## config.mk

```make
export PLATFORM = sky130hd
export DESIGN_NAME = axil_regs_top
export DESIGN_NICKNAME = d
export VERILOG_FILES = /design/src/logic/regs_pkg.sv /design/src/logic/chunk_decode.sv /design/src/logic/write_execute.sv /design/src/logic/read_result.sv /design/src/logic/spill_buffer.sv /design/src/logic/axil_regs_top.sv
export SDC_FILE = /design/constraint.sdc
export NUM_CORES = 1
export LEC_CHECK = 0
export BUFFER_PORTS_ARGS = -buffer_cell sky130_fd_sc_hd__buf_4
export CORE_UTILIZATION = 50
export DETAILED_ROUTE_END_ITERATION = 8
export HOLD_SLACK_MARGIN = 0.03
export MAX_ROUTING_LAYER = met4
export PLACE_DENSITY = 0.81
export SLEW_MARGIN = 20
export SYNTH_ARGS = -nofsm -noshare
export SYNTH_HDL_FRONTEND = slang
export SYNTH_SLANG_ARGS = --single-unit
```

## constraint.sdc

```tcl
create_clock -name clk_i -period 2.9 [get_ports clk_i]
set_input_delay 0 -clock clk_i [delete_from_list [all_inputs] [get_ports clk_i]]
set_output_delay 0 -clock clk_i [all_outputs]
set_load 0.05 [all_outputs]
```

## src/logic/regs_pkg.sv

```systemverilog
/*
  Shared sizes, constants and channel types of the byte register block.
  The byte count must be a whole number of 32-bit chunks.
  Only the low ADDR_W address bits are decoded and higher bits alias.
  The read-only mask and the protection rule are fixed here.
*/
`default_nettype none

package regs_pkg;

  // Register array and bus geometry
  localparam int unsigned NUM_BYTES  = 12;
  localparam int unsigned DATA_W     = 32;
  localparam int unsigned STRB_W     = 4;
  localparam int unsigned NUM_CHUNKS = 3;
  // Five bits cover three chunks plus the out-of-range chunk 3
  localparam int unsigned ADDR_W     = 5;

  typedef logic [7:0]        byte_t;
  typedef logic [1:0]        chunk_idx_t;
  typedef logic [ADDR_W-1:0] addr_t;

  // Bytes 4 to 7 (all of chunk 1) and byte 9 can only be changed by logic
  localparam logic [NUM_BYTES-1:0] READ_ONLY = 12'h2F0;

  // Byte i comes out of reset as 8'hA0 plus i
  localparam byte_t [NUM_BYTES-1:0] RESET_VAL = {
    8'hAB, 8'hAA, 8'hA9, 8'hA8,
    8'hA7, 8'hA6, 8'hA5, 8'hA4,
    8'hA3, 8'hA2, 8'hA1, 8'hA0
  };

  // Protection rule, privileged accesses only
  localparam bit PRIV_ONLY   = 1'b1;
  localparam bit SECURE_ONLY = 1'b0;

  // Data pattern returned on a rejected read
  localparam logic [DATA_W-1:0] ERR_DATA = 32'hBA5E1E55;

  // Response codes as encoded on the AXI bus
  typedef enum logic [1:0] {
    OKAY   = 2'b00,
    SLVERR = 2'b10
  } resp_e;

  // Result of an address decode
  typedef struct packed {
    chunk_idx_t chunk;
    logic       allowed;
  } dec_t;

  typedef struct packed {
    logic [DATA_W-1:0] data;
    logic [STRB_W-1:0] strb;
  } w_chan_t;

  typedef struct packed {
    resp_e resp;
  } b_chan_t;

  typedef struct packed {
    logic [DATA_W-1:0] data;
    resp_e             resp;
  } r_chan_t;

  // Everything the bus master drives into the slave
  typedef struct packed {
    logic    aw_valid;
    addr_t   aw_addr;
    logic    [2:0] aw_prot;
    logic    w_valid;
    w_chan_t w;
    logic    b_ready;
    logic    ar_valid;
    addr_t   ar_addr;
    logic    [2:0] ar_prot;
    logic    r_ready;
  } axil_req_t;

  // Everything the slave drives back
  typedef struct packed {
    logic    aw_ready;
    logic    w_ready;
    logic    b_valid;
    b_chan_t b;
    logic    ar_ready;
    logic    r_valid;
    r_chan_t r;
  } axil_rsp_t;

endpackage

`default_nettype wire

```

## src/logic/chunk_decode.sv

```systemverilog
/*
  Address and protection decode for one address channel.
  The in-chunk byte offset is ignored, so any address in a chunk hits it.
  Pure combinational, no clock.
*/
`default_nettype none

module chunk_decode (
  input  regs_pkg::addr_t addr_i,
  input  logic [2:0]      prot_i,
  output regs_pkg::dec_t  dec_o
);

  import regs_pkg::*;

  // Full chunk field including the out-of-range value 3
  logic [2:0] chunk_full;
  logic       in_range;
  logic       prot_ok;

  // Bits 1:0 select the byte lane and are dropped here
  assign chunk_full = addr_i[ADDR_W-1:2];

  // Chunks at or above NUM_CHUNKS are not backed by registers
  assign in_range = (chunk_full < 3'(NUM_CHUNKS));

  // AxPROT bit 0 marks privileged, bit 1 set means non-secure in AXI
  // but the rule here only asks for the bit to be present when enabled
  assign prot_ok = (!PRIV_ONLY || prot_i[0]) &&
                   (!SECURE_ONLY || prot_i[1]);

  always_comb begin
    // Chunk index is passed on even when the access is rejected
    dec_o.chunk   = chunk_idx_t'(chunk_full[1:0]);
    dec_o.allowed = in_range && prot_ok;
  end

endmodule

`default_nettype wire

```

## src/logic/write_execute.sv

```systemverilog
/*
  Byte register array with bus write execution and logic load port.
  A bus write is held off while logic loads a writable byte it strobes.
  Rejected writes are taken at once with SLVERR and change nothing.
  The B entry goes to a buffer, which must be ready for a write to be taken.
*/
`default_nettype none

module write_execute (
  input  logic                                        clk_i,
  input  logic                                        reset_i,
  input  logic                                        aw_valid_i,
  input  logic                                        w_valid_i,
  input  regs_pkg::w_chan_t                           w_i,
  input  regs_pkg::dec_t                              dec_i,
  input  logic                                        b_ready_i,
  output logic                                        aw_w_ready_o,
  output logic                                        b_valid_o,
  output regs_pkg::b_chan_t                           b_o,
  input  regs_pkg::byte_t [regs_pkg::NUM_BYTES-1:0]   reg_d_i,
  input  logic [regs_pkg::NUM_BYTES-1:0]              reg_load_i,
  output regs_pkg::byte_t [regs_pkg::NUM_BYTES-1:0]   reg_q_o
);

  import regs_pkg::*;

  byte_t [NUM_BYTES-1:0] reg_q;
  byte_t [NUM_BYTES-1:0] reg_next;

  // Per-byte view of the addressed chunk
  logic [NUM_BYTES-1:0]  in_chunk;
  logic [NUM_BYTES-1:0]  conflict;
  logic                  chunk_ro;
  logic                  stall;
  // An AW and W pair ready to go, independent of the B buffer
  logic                  write_req;
  logic                  accept;
  logic                  bus_write;

  // Mark the bytes of the addressed chunk and look for load conflicts
  always_comb begin
    chunk_ro = 1'b1;
    for (int unsigned b = 0; b < NUM_BYTES; b++) begin
      in_chunk[b] = (chunk_idx_t'(b / STRB_W) == dec_i.chunk);
      // A conflict needs a strobe, a load and a byte the bus may write
      conflict[b] = in_chunk[b] && w_i.strb[b % STRB_W] &&
                    reg_load_i[b] && !READ_ONLY[b];
      if (in_chunk[b] && !READ_ONLY[b]) begin
        chunk_ro = 1'b0;
      end
    end
  end

  // Rejected writes never stall since they touch no register
  assign stall     = dec_i.allowed && (|conflict);
  assign write_req = aw_valid_i && w_valid_i && !stall;
  assign accept    = write_req && b_ready_i;
  assign bus_write = accept && dec_i.allowed;

  // AW and W are taken together in the same cycle
  assign aw_w_ready_o = accept;
  // Valid into the B buffer does not wait on its ready
  assign b_valid_o    = write_req;

  always_comb begin
    if (!dec_i.allowed || chunk_ro) begin
      b_o.resp = SLVERR;
    end else begin
      b_o.resp = OKAY;
    end
  end

  // Next register state
  always_comb begin
    reg_next = reg_q;
    // Logic loads go to any byte, read-only bytes included
    for (int unsigned b = 0; b < NUM_BYTES; b++) begin
      if (reg_load_i[b]) begin
        reg_next[b] = reg_d_i[b];
      end
    end
    // The stall keeps bus writes off bytes being loaded, so order is free
    if (bus_write) begin
      for (int unsigned b = 0; b < NUM_BYTES; b++) begin
        if (in_chunk[b] && w_i.strb[b % STRB_W] && !READ_ONLY[b]) begin
          reg_next[b] = w_i.data[8*(b % STRB_W) +: 8];
        end
      end
    end
  end

  always_ff @(posedge clk_i) begin
    if (reset_i) begin
      reg_q <= RESET_VAL;
    end else begin
      reg_q <= reg_next;
    end
  end

  // Logic sees the stored value, one cycle after a load or write
  assign reg_q_o = reg_q;

endmodule

`default_nettype wire

```

## src/logic/read_result.sv

```systemverilog
/*
  Read data mux for the AR channel.
  Chunk byte 0 lands in data bits 7:0.
  A rejected read returns ERR_DATA with SLVERR.
  Combinational, the R buffer registers the result.
*/
`default_nettype none

module read_result (
  input  regs_pkg::dec_t                             dec_i,
  input  regs_pkg::byte_t [regs_pkg::NUM_BYTES-1:0]  reg_q_i,
  output regs_pkg::r_chan_t                          r_o
);

  import regs_pkg::*;

  logic [DATA_W-1:0] chunk_data;

  // Gather the four bytes of the addressed chunk
  always_comb begin
    chunk_data = '0;
    for (int unsigned b = 0; b < NUM_BYTES; b++) begin
      if (chunk_idx_t'(b / STRB_W) == dec_i.chunk) begin
        chunk_data[8*(b % STRB_W) +: 8] = reg_q_i[b];
      end
    end
  end

  always_comb begin
    if (dec_i.allowed) begin
      r_o.data = chunk_data;
      r_o.resp = OKAY;
    end else begin
      // Out-of-range chunks and failed protection land here
      r_o.data = ERR_DATA;
      r_o.resp = SLVERR;
    end
  end

endmodule

`default_nettype wire

```

## src/logic/spill_buffer.sv

```systemverilog
/*
  Two-entry FIFO between a valid/ready producer and consumer.
  Both ready_o and valid_o come from registers only, which cuts
  every combinational path between the two sides.
  Entries leave in the order they arrived.
*/
`default_nettype none

module spill_buffer #(
  parameter type T = logic
) (
  input  logic clk_i,
  input  logic reset_i,
  input  logic valid_i,
  output logic ready_o,
  input  T     data_i,
  output logic valid_o,
  input  logic ready_i,
  output T     data_o
);

  // Storage slots, addressed by the two pointers
  T           slot_q [2];
  logic       wr_ptr_q;
  logic       rd_ptr_q;
  // Number of occupied slots, 0 to 2
  logic [1:0] count_q;
  logic       push;
  logic       pop;

  // Ready drops only when both slots hold an entry
  assign ready_o = (count_q != 2'd2);
  assign valid_o = (count_q != 2'd0);
  // Oldest entry is always the one under the read pointer
  assign data_o  = slot_q[rd_ptr_q];

  assign push = valid_i && ready_o;
  assign pop  = valid_o && ready_i;

  always_ff @(posedge clk_i) begin
    if (reset_i) begin
      wr_ptr_q <= 1'b0;
      rd_ptr_q <= 1'b0;
      count_q  <= 2'd0;
    end else begin
      if (push) begin
        wr_ptr_q <= ~wr_ptr_q;
      end
      if (pop) begin
        rd_ptr_q <= ~rd_ptr_q;
      end
      // Push and pop in the same cycle leave the count as it is
      case ({push, pop})
        2'b10:   count_q <= count_q + 2'd1;
        2'b01:   count_q <= count_q - 2'd1;
        default: count_q <= count_q;
      endcase
    end
  end

  always_ff @(posedge clk_i) begin
    if (push) begin
      slot_q[wr_ptr_q] <= data_i;
    end
  end

endmodule

`default_nettype wire

```

## src/logic/axil_regs_top.sv

```systemverilog
/*
  AXI4-Lite style slave over 12 register bytes in three 32-bit chunks.
  Responses pass through two-entry buffers, so B and R arrive one cycle
  after acceptance at the earliest.
  AW and W must be presented together to be accepted.
*/
`default_nettype none

module axil_regs_top (
  input  logic                                       clk_i,
  input  logic                                       reset_i,
  input  regs_pkg::axil_req_t                        req_i,
  output regs_pkg::axil_rsp_t                        rsp_o,
  input  regs_pkg::byte_t [regs_pkg::NUM_BYTES-1:0]  reg_d_i,
  input  logic [regs_pkg::NUM_BYTES-1:0]             reg_load_i,
  output regs_pkg::byte_t [regs_pkg::NUM_BYTES-1:0]  reg_q_o
);

  import regs_pkg::*;

  dec_t    aw_dec;
  dec_t    ar_dec;
  logic    aw_w_ready;
  logic    b_valid;
  logic    b_ready;
  b_chan_t b_entry;
  r_chan_t r_entry;

  // Write address decode
  chunk_decode aw_decode (
    .addr_i ( req_i.aw_addr ),
    .prot_i ( req_i.aw_prot ),
    .dec_o  ( aw_dec        )
  );

  // Read address decode
  chunk_decode ar_decode (
    .addr_i ( req_i.ar_addr ),
    .prot_i ( req_i.ar_prot ),
    .dec_o  ( ar_dec        )
  );

  write_execute write_execute (
    .clk_i        ( clk_i          ),
    .reset_i      ( reset_i        ),
    .aw_valid_i   ( req_i.aw_valid ),
    .w_valid_i    ( req_i.w_valid  ),
    .w_i          ( req_i.w        ),
    .dec_i        ( aw_dec         ),
    .b_ready_i    ( b_ready        ),
    .aw_w_ready_o ( aw_w_ready     ),
    .b_valid_o    ( b_valid        ),
    .b_o          ( b_entry        ),
    .reg_d_i      ( reg_d_i        ),
    .reg_load_i   ( reg_load_i     ),
    .reg_q_o      ( reg_q_o        )
  );

  // Reads see the registered array in the accept cycle
  read_result read_result (
    .dec_i   ( ar_dec  ),
    .reg_q_i ( reg_q_o ),
    .r_o     ( r_entry )
  );

  assign rsp_o.aw_ready = aw_w_ready;
  assign rsp_o.w_ready  = aw_w_ready;

  spill_buffer #(
    .T ( b_chan_t )
  ) b_buffer (
    .clk_i   ( clk_i         ),
    .reset_i ( reset_i       ),
    .valid_i ( b_valid       ),
    .ready_o ( b_ready       ),
    .data_i  ( b_entry       ),
    .valid_o ( rsp_o.b_valid ),
    .ready_i ( req_i.b_ready ),
    .data_o  ( rsp_o.b       )
  );

  // AR is taken whenever the R buffer has room
  spill_buffer #(
    .T ( r_chan_t )
  ) r_buffer (
    .clk_i   ( clk_i          ),
    .reset_i ( reset_i        ),
    .valid_i ( req_i.ar_valid ),
    .ready_o ( rsp_o.ar_ready ),
    .data_i  ( r_entry        ),
    .valid_o ( rsp_o.r_valid  ),
    .ready_i ( req_i.r_ready  ),
    .data_o  ( rsp_o.r        )
  );

endmodule

`default_nettype wire

```

==> impl_metrics.json, run 1 <==
{
  "detailedRoute.firstIterationViolations": 447,
  "post-cts-setup-buffer-count": 0,
  "syn_area_sq_um": 8190,
  "drc": 0,
  "reg2reg_from": "b_buffer.count_q[0]",
  "dpl.hpwl_um": 17300,
  "critPathBufInv": 3,
  "cts.path.max_buffers": 2,
  "largest_net_degree_at_the_start_of_global_routing": 102,
  "drt-wirelength-per-cell_um": 20.2,
  "final_net_count": 1346,
  "hold_path.startpoint": "reg_load_i[8]",
  "power_leakage_nw": 5.58,
  "worst-setup-path-type": "in2reg",
  "layout.area.seq_sq_um": 4170,
  "tritoncts.num_buffers": 17,
  "finish.instance_area_sq_um": 12900,
  "floorplan.die_area_sq_um": 16900,
  "antenna_violations_before_repair": 1,
  "clkLatencyLatePin_ns": 0.42,
  "timing.critical_path.to_type": "flop",
  "synth-warning-count": 0,
  "floorplan.die.width_um": 130,
  "first_pass_iteration_count_of_the_detailed_router": 5,
  "postRouteWirelength_um": 28400,
  "h-tree-depth": 4,
  "clock_tree_from_tritoncts": "done",
  "setup_total_negative_slack_ns": 0,
  "grt_resource_usage_total": 0.345,
  "number_of_vias_per_cell_after_detailed_routing": 5.52,
  "coreArea_sq_um": 15900,
  "timing.critical_path.cells": "dlygate4sd3_1, buf_4, or3b_4, or3_1, or4_1, mux2i_1, dlygate4sd3_1",
  "worst-endpoint-arrival_ns": 3.18,
  "finalCritPeriodShare": 0.991,
  "clock.fmax_ghz": 0.348,
  "syn2layout_area_growth_pct": 58.1,
  "root_buffer_cell": "sky130_fd_sc_hd__clkbuf_16",
  "num_rows": 46,
  "crit_path_top_delay_cell": "sky130_fd_sc_hd__or4_1",
  "synth.yosys.seq_area_share": 0.508,
  "required_ns": 3.21,
  "global_route_wire_length_before_repair_um": 41500,
  "cp_max_stage_delay_ns": 0.82,
  "floorplan.initialDensity": 0.514,
  "globalRoute.totalOverflow": 0,
  "max_cap_viol_count": 0,
  "multi_input_area_sq_um": 3780,
  "clkTransAtPathRegs_ns": 0.07,
  "die_height_um": 130,
  "first_global_vias": 7752,
  "syn-instance-count": 734,
  "totalPowerFinal_mw": 8.41,
  "finalCriticalPeriod_ns": 2.87,
  "timing.final.ws_setup_ns": 0.0255,
  "gp_routability_congestion": 0.904,
  "final_core_utilization": 0.812,
  "cp_common_cell": "sky130_fd_sc_hd__dlygate4sd3_1",
  "synth_cell_type_count": 36,
  "worst_path_maximum_fanout": 8,
  "drt.antenna.violating_nets": 0,
  "finalHoldViolations": 0,
  "dp_worst_setup_slack_ns": 0.330,
  "detailroute.via_count": 7772,
  "tightest_slew_ns": 0.976,
  "final-setup-viol-count": 0,
  "synthesis.area_per_instance_sq_um": 11.2,
  "slew_headroom": 0.350,
  "post_dp_cell_area_sq_um": 10500,
  "numClockSinks": 174,
  "synth.ff_latch_count": 174,
  "power-per-cell-area_nw_per_um2": 649,
  "crit_path_start": "req_i[55]",
  "run_status": "completed",
  "worst_clock_skew_ns": 0.00862,
  "layout-drive-gt1-share": 0.347,
  "crit_path_start_kind": "input port",
  "filler_cell_count": 932,
  "critPathTopFamily": "simple AND/OR/NAND/NOR gates",
  "min_path_type": "in2reg",
  "setup_repair_after_global_routing_missed_its_margin": "false",
  "portBuffers": 293,
  "vdd_ir_drop_max_mv": 0.460,
  "io_pins": 304,
  "timing_max_transition_violations_final": 0
}
==> state kept, by name, indices dropped and copies added (netlist names), named ones only <==
signal / flops
b_buffer.wr_ptr_q: 1
write_execute.reg_q_o: 96
b_buffer.slot_q: 2
b_buffer.rd_ptr_q: 1
r_buffer.wr_ptr_q: 1
r_buffer.slot_q: 66
r_buffer.count_q: 2
r_buffer.rd_ptr_q: 1
b_buffer.count_q: 2
==> layout by cell type (no fill, tap or decap), drive strengths merged, types with 5 or more instances in the layout <==
cell type    instances
nor2b               55
mux2i              135
clkbuf              18
edfxtp              68
mux2                43
or2                 26
buf                303
a211o               20
a211oi              24
o21ai               22
nand2b              20
bufinv               5
inv                  8
dlygate4sd3        179
a21oi               34
nor2                81
dfxtp              106
nand2                7
==> synth_stat cells, drive strengths merged <==
master / count / area, sq um
a21oi: 34 / 170
a211o: 20 / 175
or2: 26 / 163
nand3b: 1 / 7.51
xnor2: 4 / 35.0
and2: 4 / 25.0
buf: 18 / 106
edfxtp: 68 / 2040
mux2i: 135 / 1350
nor2: 81 / 304
o21ai: 22 / 110
mux2: 43 / 495
clkbuf: 41 / 154
a311o: 1 / 10.0
nand2: 7 / 26.3
inv: 3 / 11.3
xor2: 3 / 26.3
a211oi: 24 / 180
o32ai: 1 / 16.3
conb: 1 / 3.75
ha: 2 / 25.0
nor2b: 55 / 344
or3: 3 / 18.8
nand4bb: 1 / 11.3
or4: 3 / 22.5
dfxtp: 106 / 2120
nand2b: 20 / 125
o2111ai: 1 / 8.76
and3: 1 / 6.26
nor4: 4 / 85.1
or3b: 1 / 11.3
==> path summary, 6_finish.rpt <==
check | end | slack [ns] | cells after the start
worst max-delay path | write_execute.reg_q_o[84] | 0.03 | 7
worst min-delay path | write_execute.reg_q_o[69] | 0.05 | 3
worst max register to register | write_execute.reg_q_o[84] | 0.11 | 5
worst min register to register | r_buffer.count_q[1] | 0.52 | 2
==> through the flow <==
step	std cells	hold WS, ns
finish	1407	0.0482
global route	1407	0.0517
CTS	1406	0.0380
detailed placement	1195	0.209
global placement	1195	0.203
floorplan	735	0.118
==> layout make-up <==
cell class | instances | share of cell area
clock buffer | 18 | 0.0331
timing repair buffer | 482 | 0.314
antenna | 1 | 0.000193
inverter | 3 | 0.000870
clock inverter | 14 | 0.0177
tap | 216 | 0.0209
multi-input combinational | 499 | 0.292
sequential | 174 | 0.322
==> tightest hold or removal path, cell delays in order <==
cell and delay, ns:
sky130_fd_sc_hd__buf_4 0.20, sky130_fd_sc_hd__a211oi_1 0.10, sky130_fd_sc_hd__mux2i_1 0.13
==> what timing repair did <==
action / 4_1_cts / 5_1_grt
setup endpoints to repair: 0 / 11
gates resized for setup: 0 / 1
hold buffers: 179 / 0
endpoints found under the hold margin: 103 / 0
==> per-layer routing <==
layer  GRT usage  share of wire  vias up
met5           -              0        -
met4       0.184          0.050        0
met3      0.0664          0.066      110
met2       0.565           0.49      421
met1       0.402           0.40     3744
li1            -              -     3497
==> kinds of logic after synthesis <==
family          synth area share
fa+ha+maj                0.00305
flops                      0.508
buf+inv                   0.0331
xor+xnor                 0.00748
mux                        0.225
compound gates            0.0819
simple gates               0.140
other cells             0.000458
==> report_power, final <==
part           leakage (nW)  internal (mW)  switching, mW  total (mW)
Clock                 0.321           1.55           1.00        2.55
Sequential             1.48           2.84          0.234        3.08
Combinational          3.77           1.10           1.68        2.78
Power figures use the tool's default switching activity.
==> run 2, diff against run 1 <==
ABC_AREA = 1   (was not set)
CORE_UTILIZATION = 51   (was 50)
==> run 2 against run 1 <==
Synthesized cell count is 49% higher. Final cell count grew 26%. Worst hold slack got worse by 0.0060 ns. Synthesized area up 7.2%. Critical path type unchanged. Clock skew about the same.
==> impl_metrics.json, run 2 <==
{
  "final_net_count": 1710,
  "cts_hold_buf": 195,
  "floorplan.die.width_um": 133,
  "post-cts-setup-buffer-count": 0,
  "antenna_violations_before_repair": 3,
  "synthesis.area_per_instance_sq_um": 8.01,
  "reg2reg_depth": 9,
  "clkTransAtPathRegs_ns": 0.07,
  "share_comb_of_total_power": 0.319,
  "numClockSinks": 174,
  "drc": 0,
  "layout.cells.most_common": "sky130_fd_sc_hd__buf_4",
  "syn_area_sq_um": 8780,
  "root_buffer_cell": "sky130_fd_sc_hd__clkbuf_16",
  "crit_path_start": "req_i[53]",
  "synth_top_cells_by_area": "sky130_fd_sc_hd__dfxtp_1, sky130_fd_sc_hd__edfxtp_1, sky130_fd_sc_hd__nand2_1, sky130_fd_sc_hd__o21ai_0, sky130_fd_sc_hd__nand3_1",
  "worst_clock_skew_ns": 0.00860,
  "r2r_end": "write_execute.reg_q_o[89]",
  "power_leakage_nw": 6.10,
  "largest_net_degree_at_the_start_of_global_routing": 37,
  "met2WireLength_um": 16100,
  "global_route_wire_length_before_repair_um": 52900,
  "synth.yosys.seq_area_share": 0.474,
  "dpl.hpwl_um": 20700,
  "slew_headroom": 0.455,
  "first_pass_iteration_count_of_the_detailed_router": 8,
  "reg2reg_from": "b_buffer.count_q[0]",
  "compound_cell_area_share_of_the_yosys_netlist": 0.133,
  "route.met3.wl_um": 3870,
  "detailroute.via_count": 10400,
  "tightest_slew_ns": 0.815,
  "crit_path_start_kind": "input port",
  "tritoncts.num_buffers": 17,
  "finalHoldViolations": 0,
  "h-tree-depth": 4,
  "switching_power_of_the_nets_mw": 2.71,
  "worst-setup-path-type": "in2reg",
  "coreArea_sq_um": 16700,
  "drt.antenna.violating_nets": 0,
  "postRouteWirelength_um": 34700,
  "drt-wirelength-per-cell_um": 19.5,
  "filler_cell_count": 1016,
  "largest_register_ffs": 96,
  "run_status": "completed",
  "async_flop_share": 0,
  "portBuffers": 293,
  "detailedRoute.firstIterationViolations": 1227,
  "die_height_um": 133,
  "synthSimpleGateAreaFrac": 0.242,
  "clock_tree_from_tritoncts": "done",
  "clock.fmax_ghz": 0.380,
  "synth.ff_latch_count": 174,
  "floorplan.initialDensity": 0.526,
  "syn-instance-count": 1097,
  "worst-endpoint-arrival_ns": 2.94,
  "cts.path.max_buffers": 2,
  "largest_family_of_logic_cells_by_synthesized_area": "simple AND/OR/NAND/NOR gates",
  "floorplan.die_area_sq_um": 17800,
  "synth_enable_flop_cells": 68,
  "hold_path.startpoint": "reg_d_i[68]",
  "first_global_vias": 10100,
  "setup.worst_path.end": "write_execute.reg_q_o[89]",
  "yosysMostFrequentCell": "sky130_fd_sc_hd__nand2_1",
  "muxShareOfSynthArea": 0.0500,
  "synthesized_area_fraction_occupied_by_xor_and_xnor_cells": 0,
  "finalHoldWorstSlack_ns": 0.0423,
  "synth_cell_type_count": 33,
  "synth_top_cells_by_count": "sky130_fd_sc_hd__nand2_1, sky130_fd_sc_hd__o21ai_0, sky130_fd_sc_hd__inv_1",
  "setup_total_negative_slack_ns": 0,
  "globalRoute.totalOverflow": 0,
  "timing_max_transition_violations_final": 0,
  "met1_length_um": 12500,
  "finalCritPeriodShare": 0.907,
  "dominantRegCellSynth": "sky130_fd_sc_hd__dfxtp_1",
  "worst-r2r-setup-slack_ns": 0.35,
  "syn2layout_area_growth_pct": 53.9,
  "cts_resized": 0,
  "sequentialPowerShare": 0.379,
  "final-setup-viol-count": 0,
  "synth_fa_ha_area_frac": 0.00285,
  "synth_top_area_share": 0.242,
  "layout_common_cells": "sky130_fd_sc_hd__buf_4, sky130_fd_sc_hd__nand2_1, sky130_fd_sc_hd__dlygate4sd3_1",
  "setup_repair_after_global_routing_missed_its_margin": "false",
  "final_core_utilization": 0.810,
  "required_ns": 3.21,
  "io_pins": 304,
  "number_of_vias_per_cell_after_detailed_routing": 5.85,
  "synth-warning-count": 0,
  "min_path_type": "in2reg",
  "timing.critical_path.to_type": "flop",
  "gp_routability_congestion": 0.875,
  "highest_layer": "met4",
  "clkLatencyLatePin_ns": 0.43,
  "max_cap_viol_count": 0,
  "power_switching_share": 0.354,
  "num_rows": 47,
  "layout-drive-gt1-share": 0.274,
  "yosysTopAreaCell": "sky130_fd_sc_hd__dfxtp_1",
  "vdd_ir_drop_max_mv": 0.470,
  "grt_resource_usage_total": 0.401,
  "worst_path_maximum_fanout": 33,
  "p_int_mw": 4.94,
  "power-per-cell-area_nw_per_um2": 566,
  "finalCriticalPeriod_ns": 2.63,
  "clock_power_share": 0.302
}
[run 2: cell count changes after synthesis, sizes merged, moves of 55 or more]
cell   delta
nand2   +297
mux2i   -135
inv     +110
o21ai   +105
nand3    +89
nor2b    -55
[run 2: how the worst min path moves through the flow]
stage | to | slack [ns] | cells past startpoint
after floorplan | write_execute.reg_q_o[72] | 0.12 | 2
after global placement | write_execute.reg_q_o[72] | 0.21 | 3
after detailed placement | write_execute.reg_q_o[39] | 0.22 | 3
after CTS | write_execute.reg_q_o[82] | 0.03 | 5
after global routing | write_execute.reg_q_o[19] | 0.07 | 5
final | write_execute.reg_q_o[68] | 0.04 | 5
[run 2: cell type report]
cell class | count | area [sq um] | area share
diodes | 4 | 10.0 | 0.000740
clock buffers | 18 | 429 | 0.0317
clock inverters | 14 | 160 | 0.0118
inverters | 115 | 432 | 0.0319
multi-input cells | 732 | 3790 | 0.280
flip-flops and latches | 174 | 4160 | 0.308
well taps | 220 | 275 | 0.0204
repair buffers | 501 | 4260 | 0.315
[run 2: power by group through the flow]
stage	clock network (mW)	registers, mW	logic, mW
after global placement	0	2.93	2.10
after floorplan	0	3.22	1.15
final	2.31	2.90	2.44
after CTS	2.29	2.89	2.36
after detailed placement	0	2.94	2.13
after global routing	2.40	2.91	2.55
[run 2: metrics by stage]
step | setup WS, ns | area, sq um | power [mW] | std cells
4_1_cts | 0.418 | 13500 | 7.54 | 1774
5_1_grt | 0.153 | 13500 | 7.87 | 1777
3_5_place_dp | 1.03 | 11000 | 5.07 | 1547
3_3_place_gp | 1.06 | 11000 | 5.03 | 1547
6_report | 0.269 | 13500 | 7.65 | 1778
2_1_floorplan | 0.465 | 8790 | 4.37 | 1098
[run 2: routing by layer]
metal  global-route usage  up-vias
met2                0.633      856
met3               0.0849      222
met5                    -        -
met4                0.250        0
met1                0.467     4773
li1                     -     4556
[run 2: cells by family (layout without fill, tap and decap cells)]
group	Yosys count	in the layout
other	1	6
flip-flops	174	174
buffers and inverters	192	648
AO/OA/AOI/OAI	201	201
multiplexers	39	39
AND/OR/NAND/NOR	488	488
adder cells (fa/ha/maj)	2	2
[run 2: critical path: stages]
cell and delay [ns]:
sky130_fd_sc_hd__dlygate4sd3_1 0.54, sky130_fd_sc_hd__buf_4 0.16, sky130_fd_sc_hd__nor2_4 0.26, sky130_fd_sc_hd__nand3_1 0.15
sky130_fd_sc_hd__nand2_1 0.15, sky130_fd_sc_hd__nor2_4 0.06, sky130_fd_sc_hd__nand4_4 0.06, sky130_fd_sc_hd__buf_4 0.40
sky130_fd_sc_hd__inv_2 0.32, sky130_fd_sc_hd__nand2_1 0.14, sky130_fd_sc_hd__nand3_1 0.08, sky130_fd_sc_hd__dlygate4sd3_1 0.60
==> run 3, diff against run 2 <==
RECOVER_POWER = 50   (was not set)
==> run 3 against run 2 <==
Highest routed layer unchanged. Sequential share of layout area grew 0.91 points. The flow now finishes with violations (max-capacitance violations, max-slew violations). Worst setup slack got worse by 0.025 ns. Combinational power decreased by 4%. Via count is 0.27% higher. Clock-buffer cell count stayed put.
==> impl_metrics.json, run 3 (synthesis results as in run 2) <==
{
  "run_status": "complete, but fails checks",
  "failed_checks": "max-capacitance violations, max-slew violations",
  "floorplan.die.width_um": 133,
  "max_cap_viol_count": 2,
  "finalCritPeriodShare": 0.916,
  "clock_power_share": 0.305,
  "sequentialPowerShare": 0.384,
  "reg2reg_depth": 9,
  "syn2layout_area_growth_pct": 49.5,
  "setup.worst_path.end": "r_buffer.slot_q[1][27]",
  "number_of_vias_per_cell_after_detailed_routing": 5.87,
  "postRouteWirelength_um": 34700,
  "crit_path_start": "req_i[6]",
  "h-tree-depth": 4,
  "root_buffer_cell": "sky130_fd_sc_hd__clkbuf_16",
  "first_global_vias": 10100,
  "clkLatencyLatePin_ns": 0.43,
  "numClockSinks": 174,
  "detailroute.via_count": 10400,
  "coreArea_sq_um": 16700,
  "setup_total_negative_slack_ns": 0,
  "globalRoute.totalOverflow": 0,
  "vdd_ir_drop_max_mv": 0.467,
  "required_ns": 2.92,
  "clock.fmax_ghz": 0.377,
  "post_layout_nonfiller_instances": 1778,
  "detailedRoute.firstIterationViolations": 1303,
  "filler_cell_count": 1154,
  "finalCriticalPeriod_ns": 2.66,
  "worst_clock_skew_ns": 0.0105,
  "antenna_violations_before_repair": 3,
  "gp_routability_congestion": 0.875,
  "drc": 0,
  "worst_path_maximum_fanout": 33,
  "reg2reg_from": "b_buffer.count_q[0]",
  "clock_tree_from_tritoncts": "done",
  "timing_max_transition_violations_final": 68,
  "portBuffers": 293,
  "worst-setup-path-type": "in2reg",
  "layout.cells.most_common": "sky130_fd_sc_hd__nand2_1",
  "worst-r2r-setup-slack_ns": 0.37,
  "grt_resource_usage_total": 0.401,
  "p_int_mw": 4.85,
  "floorplan.die_area_sq_um": 17800,
  "io_pins": 304,
  "largest_register_ffs": 96,
  "share_comb_of_total_power": 0.311,
  "layout-drive-gt1-share": 0.208,
  "first_pass_iteration_count_of_the_detailed_router": 8,
  "power_leakage_nw": 5.72,
  "worst-endpoint-arrival_ns": 2.68,
  "tritoncts.num_buffers": 17,
  "global_route_wire_length_before_repair_um": 52900,
  "totalPowerFinal_mw": 7.55,
  "power-per-cell-area_nw_per_um2": 575,
  "setup_repair_after_global_routing_missed_its_margin": "false",
  "dpl.hpwl_um": 20700,
  "largest_net_degree_at_the_start_of_global_routing": 37,
  "drt.antenna.violating_nets": 0,
  "finalHoldViolations": 0,
  "drt-wirelength-per-cell_um": 19.5,
  "crit_path_start_kind": "input port",
  "min_path_type": "in2reg",
  "cts.path.max_buffers": 2,
  "tightest_slew_ns": 1.61,
  "num_rows": 47,
  "layout_common_cells": "sky130_fd_sc_hd__nand2_1, sky130_fd_sc_hd__buf_4, sky130_fd_sc_hd__dlygate4sd3_1",
  "die_height_um": 133,
  "switching_power_of_the_nets_mw": 2.70,
  "dp_cells": 1547,
  "floorplan.initialDensity": 0.526,
  "r2r_end": "write_execute.reg_q_o[89]",
  "slew_headroom": -0.0728,
  "final_net_count": 1710,
  "clkTransAtPathRegs_ns": 0.07,
  "final-setup-viol-count": 0,
  "timing.critical_path.to_type": "flop",
  "power_switching_share": 0.358
}
-- run 3: changes by cell type in the layout (fill, tap and decap cells not counted), sizes merged --
| cell | delta |
|---|---|
| clkbuf | +104 |
| buf | -104 |
-- run 3: repair_timing --
item / in CTS / in global routing
hold buffers: 195 / 0
buffers inserted: 0 / 0
endpoints found under the hold margin: 103 / 0
resized for setup: 0 / 0
endpoints found under the setup margin: 0 / 0
-- run 3: how the worst min path moves through the flow --
stage	from	end	slack [ns]	cells after the start
6_report	reg_d_i[68]	write_execute.reg_q_o[68]	0.04	5
5_1_grt	reg_d_i[19]	write_execute.reg_q_o[19]	0.07	5
4_1_cts	reg_d_i[82]	write_execute.reg_q_o[82]	0.03	5
3_5_place_dp	reg_d_i[39]	write_execute.reg_q_o[39]	0.22	3
3_3_place_gp	reg_d_i[72]	write_execute.reg_q_o[72]	0.21	3
2_1_floorplan	reg_d_i[72]	write_execute.reg_q_o[72]	0.12	2
-- run 3: worst max-delay path, cell delays in order --
cell and delay (ns):
sky130_fd_sc_hd__clkbuf_1 0.61, sky130_fd_sc_hd__nand2_1 0.24, sky130_fd_sc_hd__nand2_1 0.08, sky130_fd_sc_hd__nor2_2 0.07, sky130_fd_sc_hd__clkbuf_1 1.16, sky130_fd_sc_hd__o2111ai_1 0.49
-- run 3: per-stage QoR --
stage	util	setup slack, ns	instance area [sq um]	hold WS [ns]
after floorplan	-	0.465	8790	0.122
after global placement	0.657	1.06	11000	0.207
after detailed placement	0.657	1.03	11000	0.215
after CTS	0.809	0.418	13500	0.0315
after global routing	0.786	0.0859	13100	0.0704
final	0.786	0.244	13100	0.0430
-- run 3: layout make-up --
| class | instances | area (sq um) | share of cell area |
|---|---|---|---|
| diodes | 4 | 10.0 | 0.000762 |
| well taps | 220 | 275 | 0.0210 |
| clock buffers | 18 | 429 | 0.0327 |
| multi-input cells | 732 | 3790 | 0.289 |
| repair buffers | 501 | 3870 | 0.295 |
| clock inverters | 14 | 160 | 0.0122 |
| flip-flops and latches | 174 | 4160 | 0.317 |
| inverters | 115 | 432 | 0.0329 |
-- run 3: power by group through the flow --
stage	clock (mW)	sequential (mW)	combinational, mW
2_1_floorplan	0	3.22	1.15
3_3_place_gp	0	2.93	2.10
3_5_place_dp	0	2.94	2.13
4_1_cts	2.29	2.89	2.36
5_1_grt	2.40	2.91	2.46
6_report	2.30	2.90	2.35
-- run 3: metal layers --
metal  vias to the layer above  GRT usage  routed length, um
li1                       4558          -                  -
met1                      4784      0.467              12700
met2                       859      0.633              15900
met3                       234     0.0849               3600
met4                         0      0.250               2470
met5                         -          -                  0
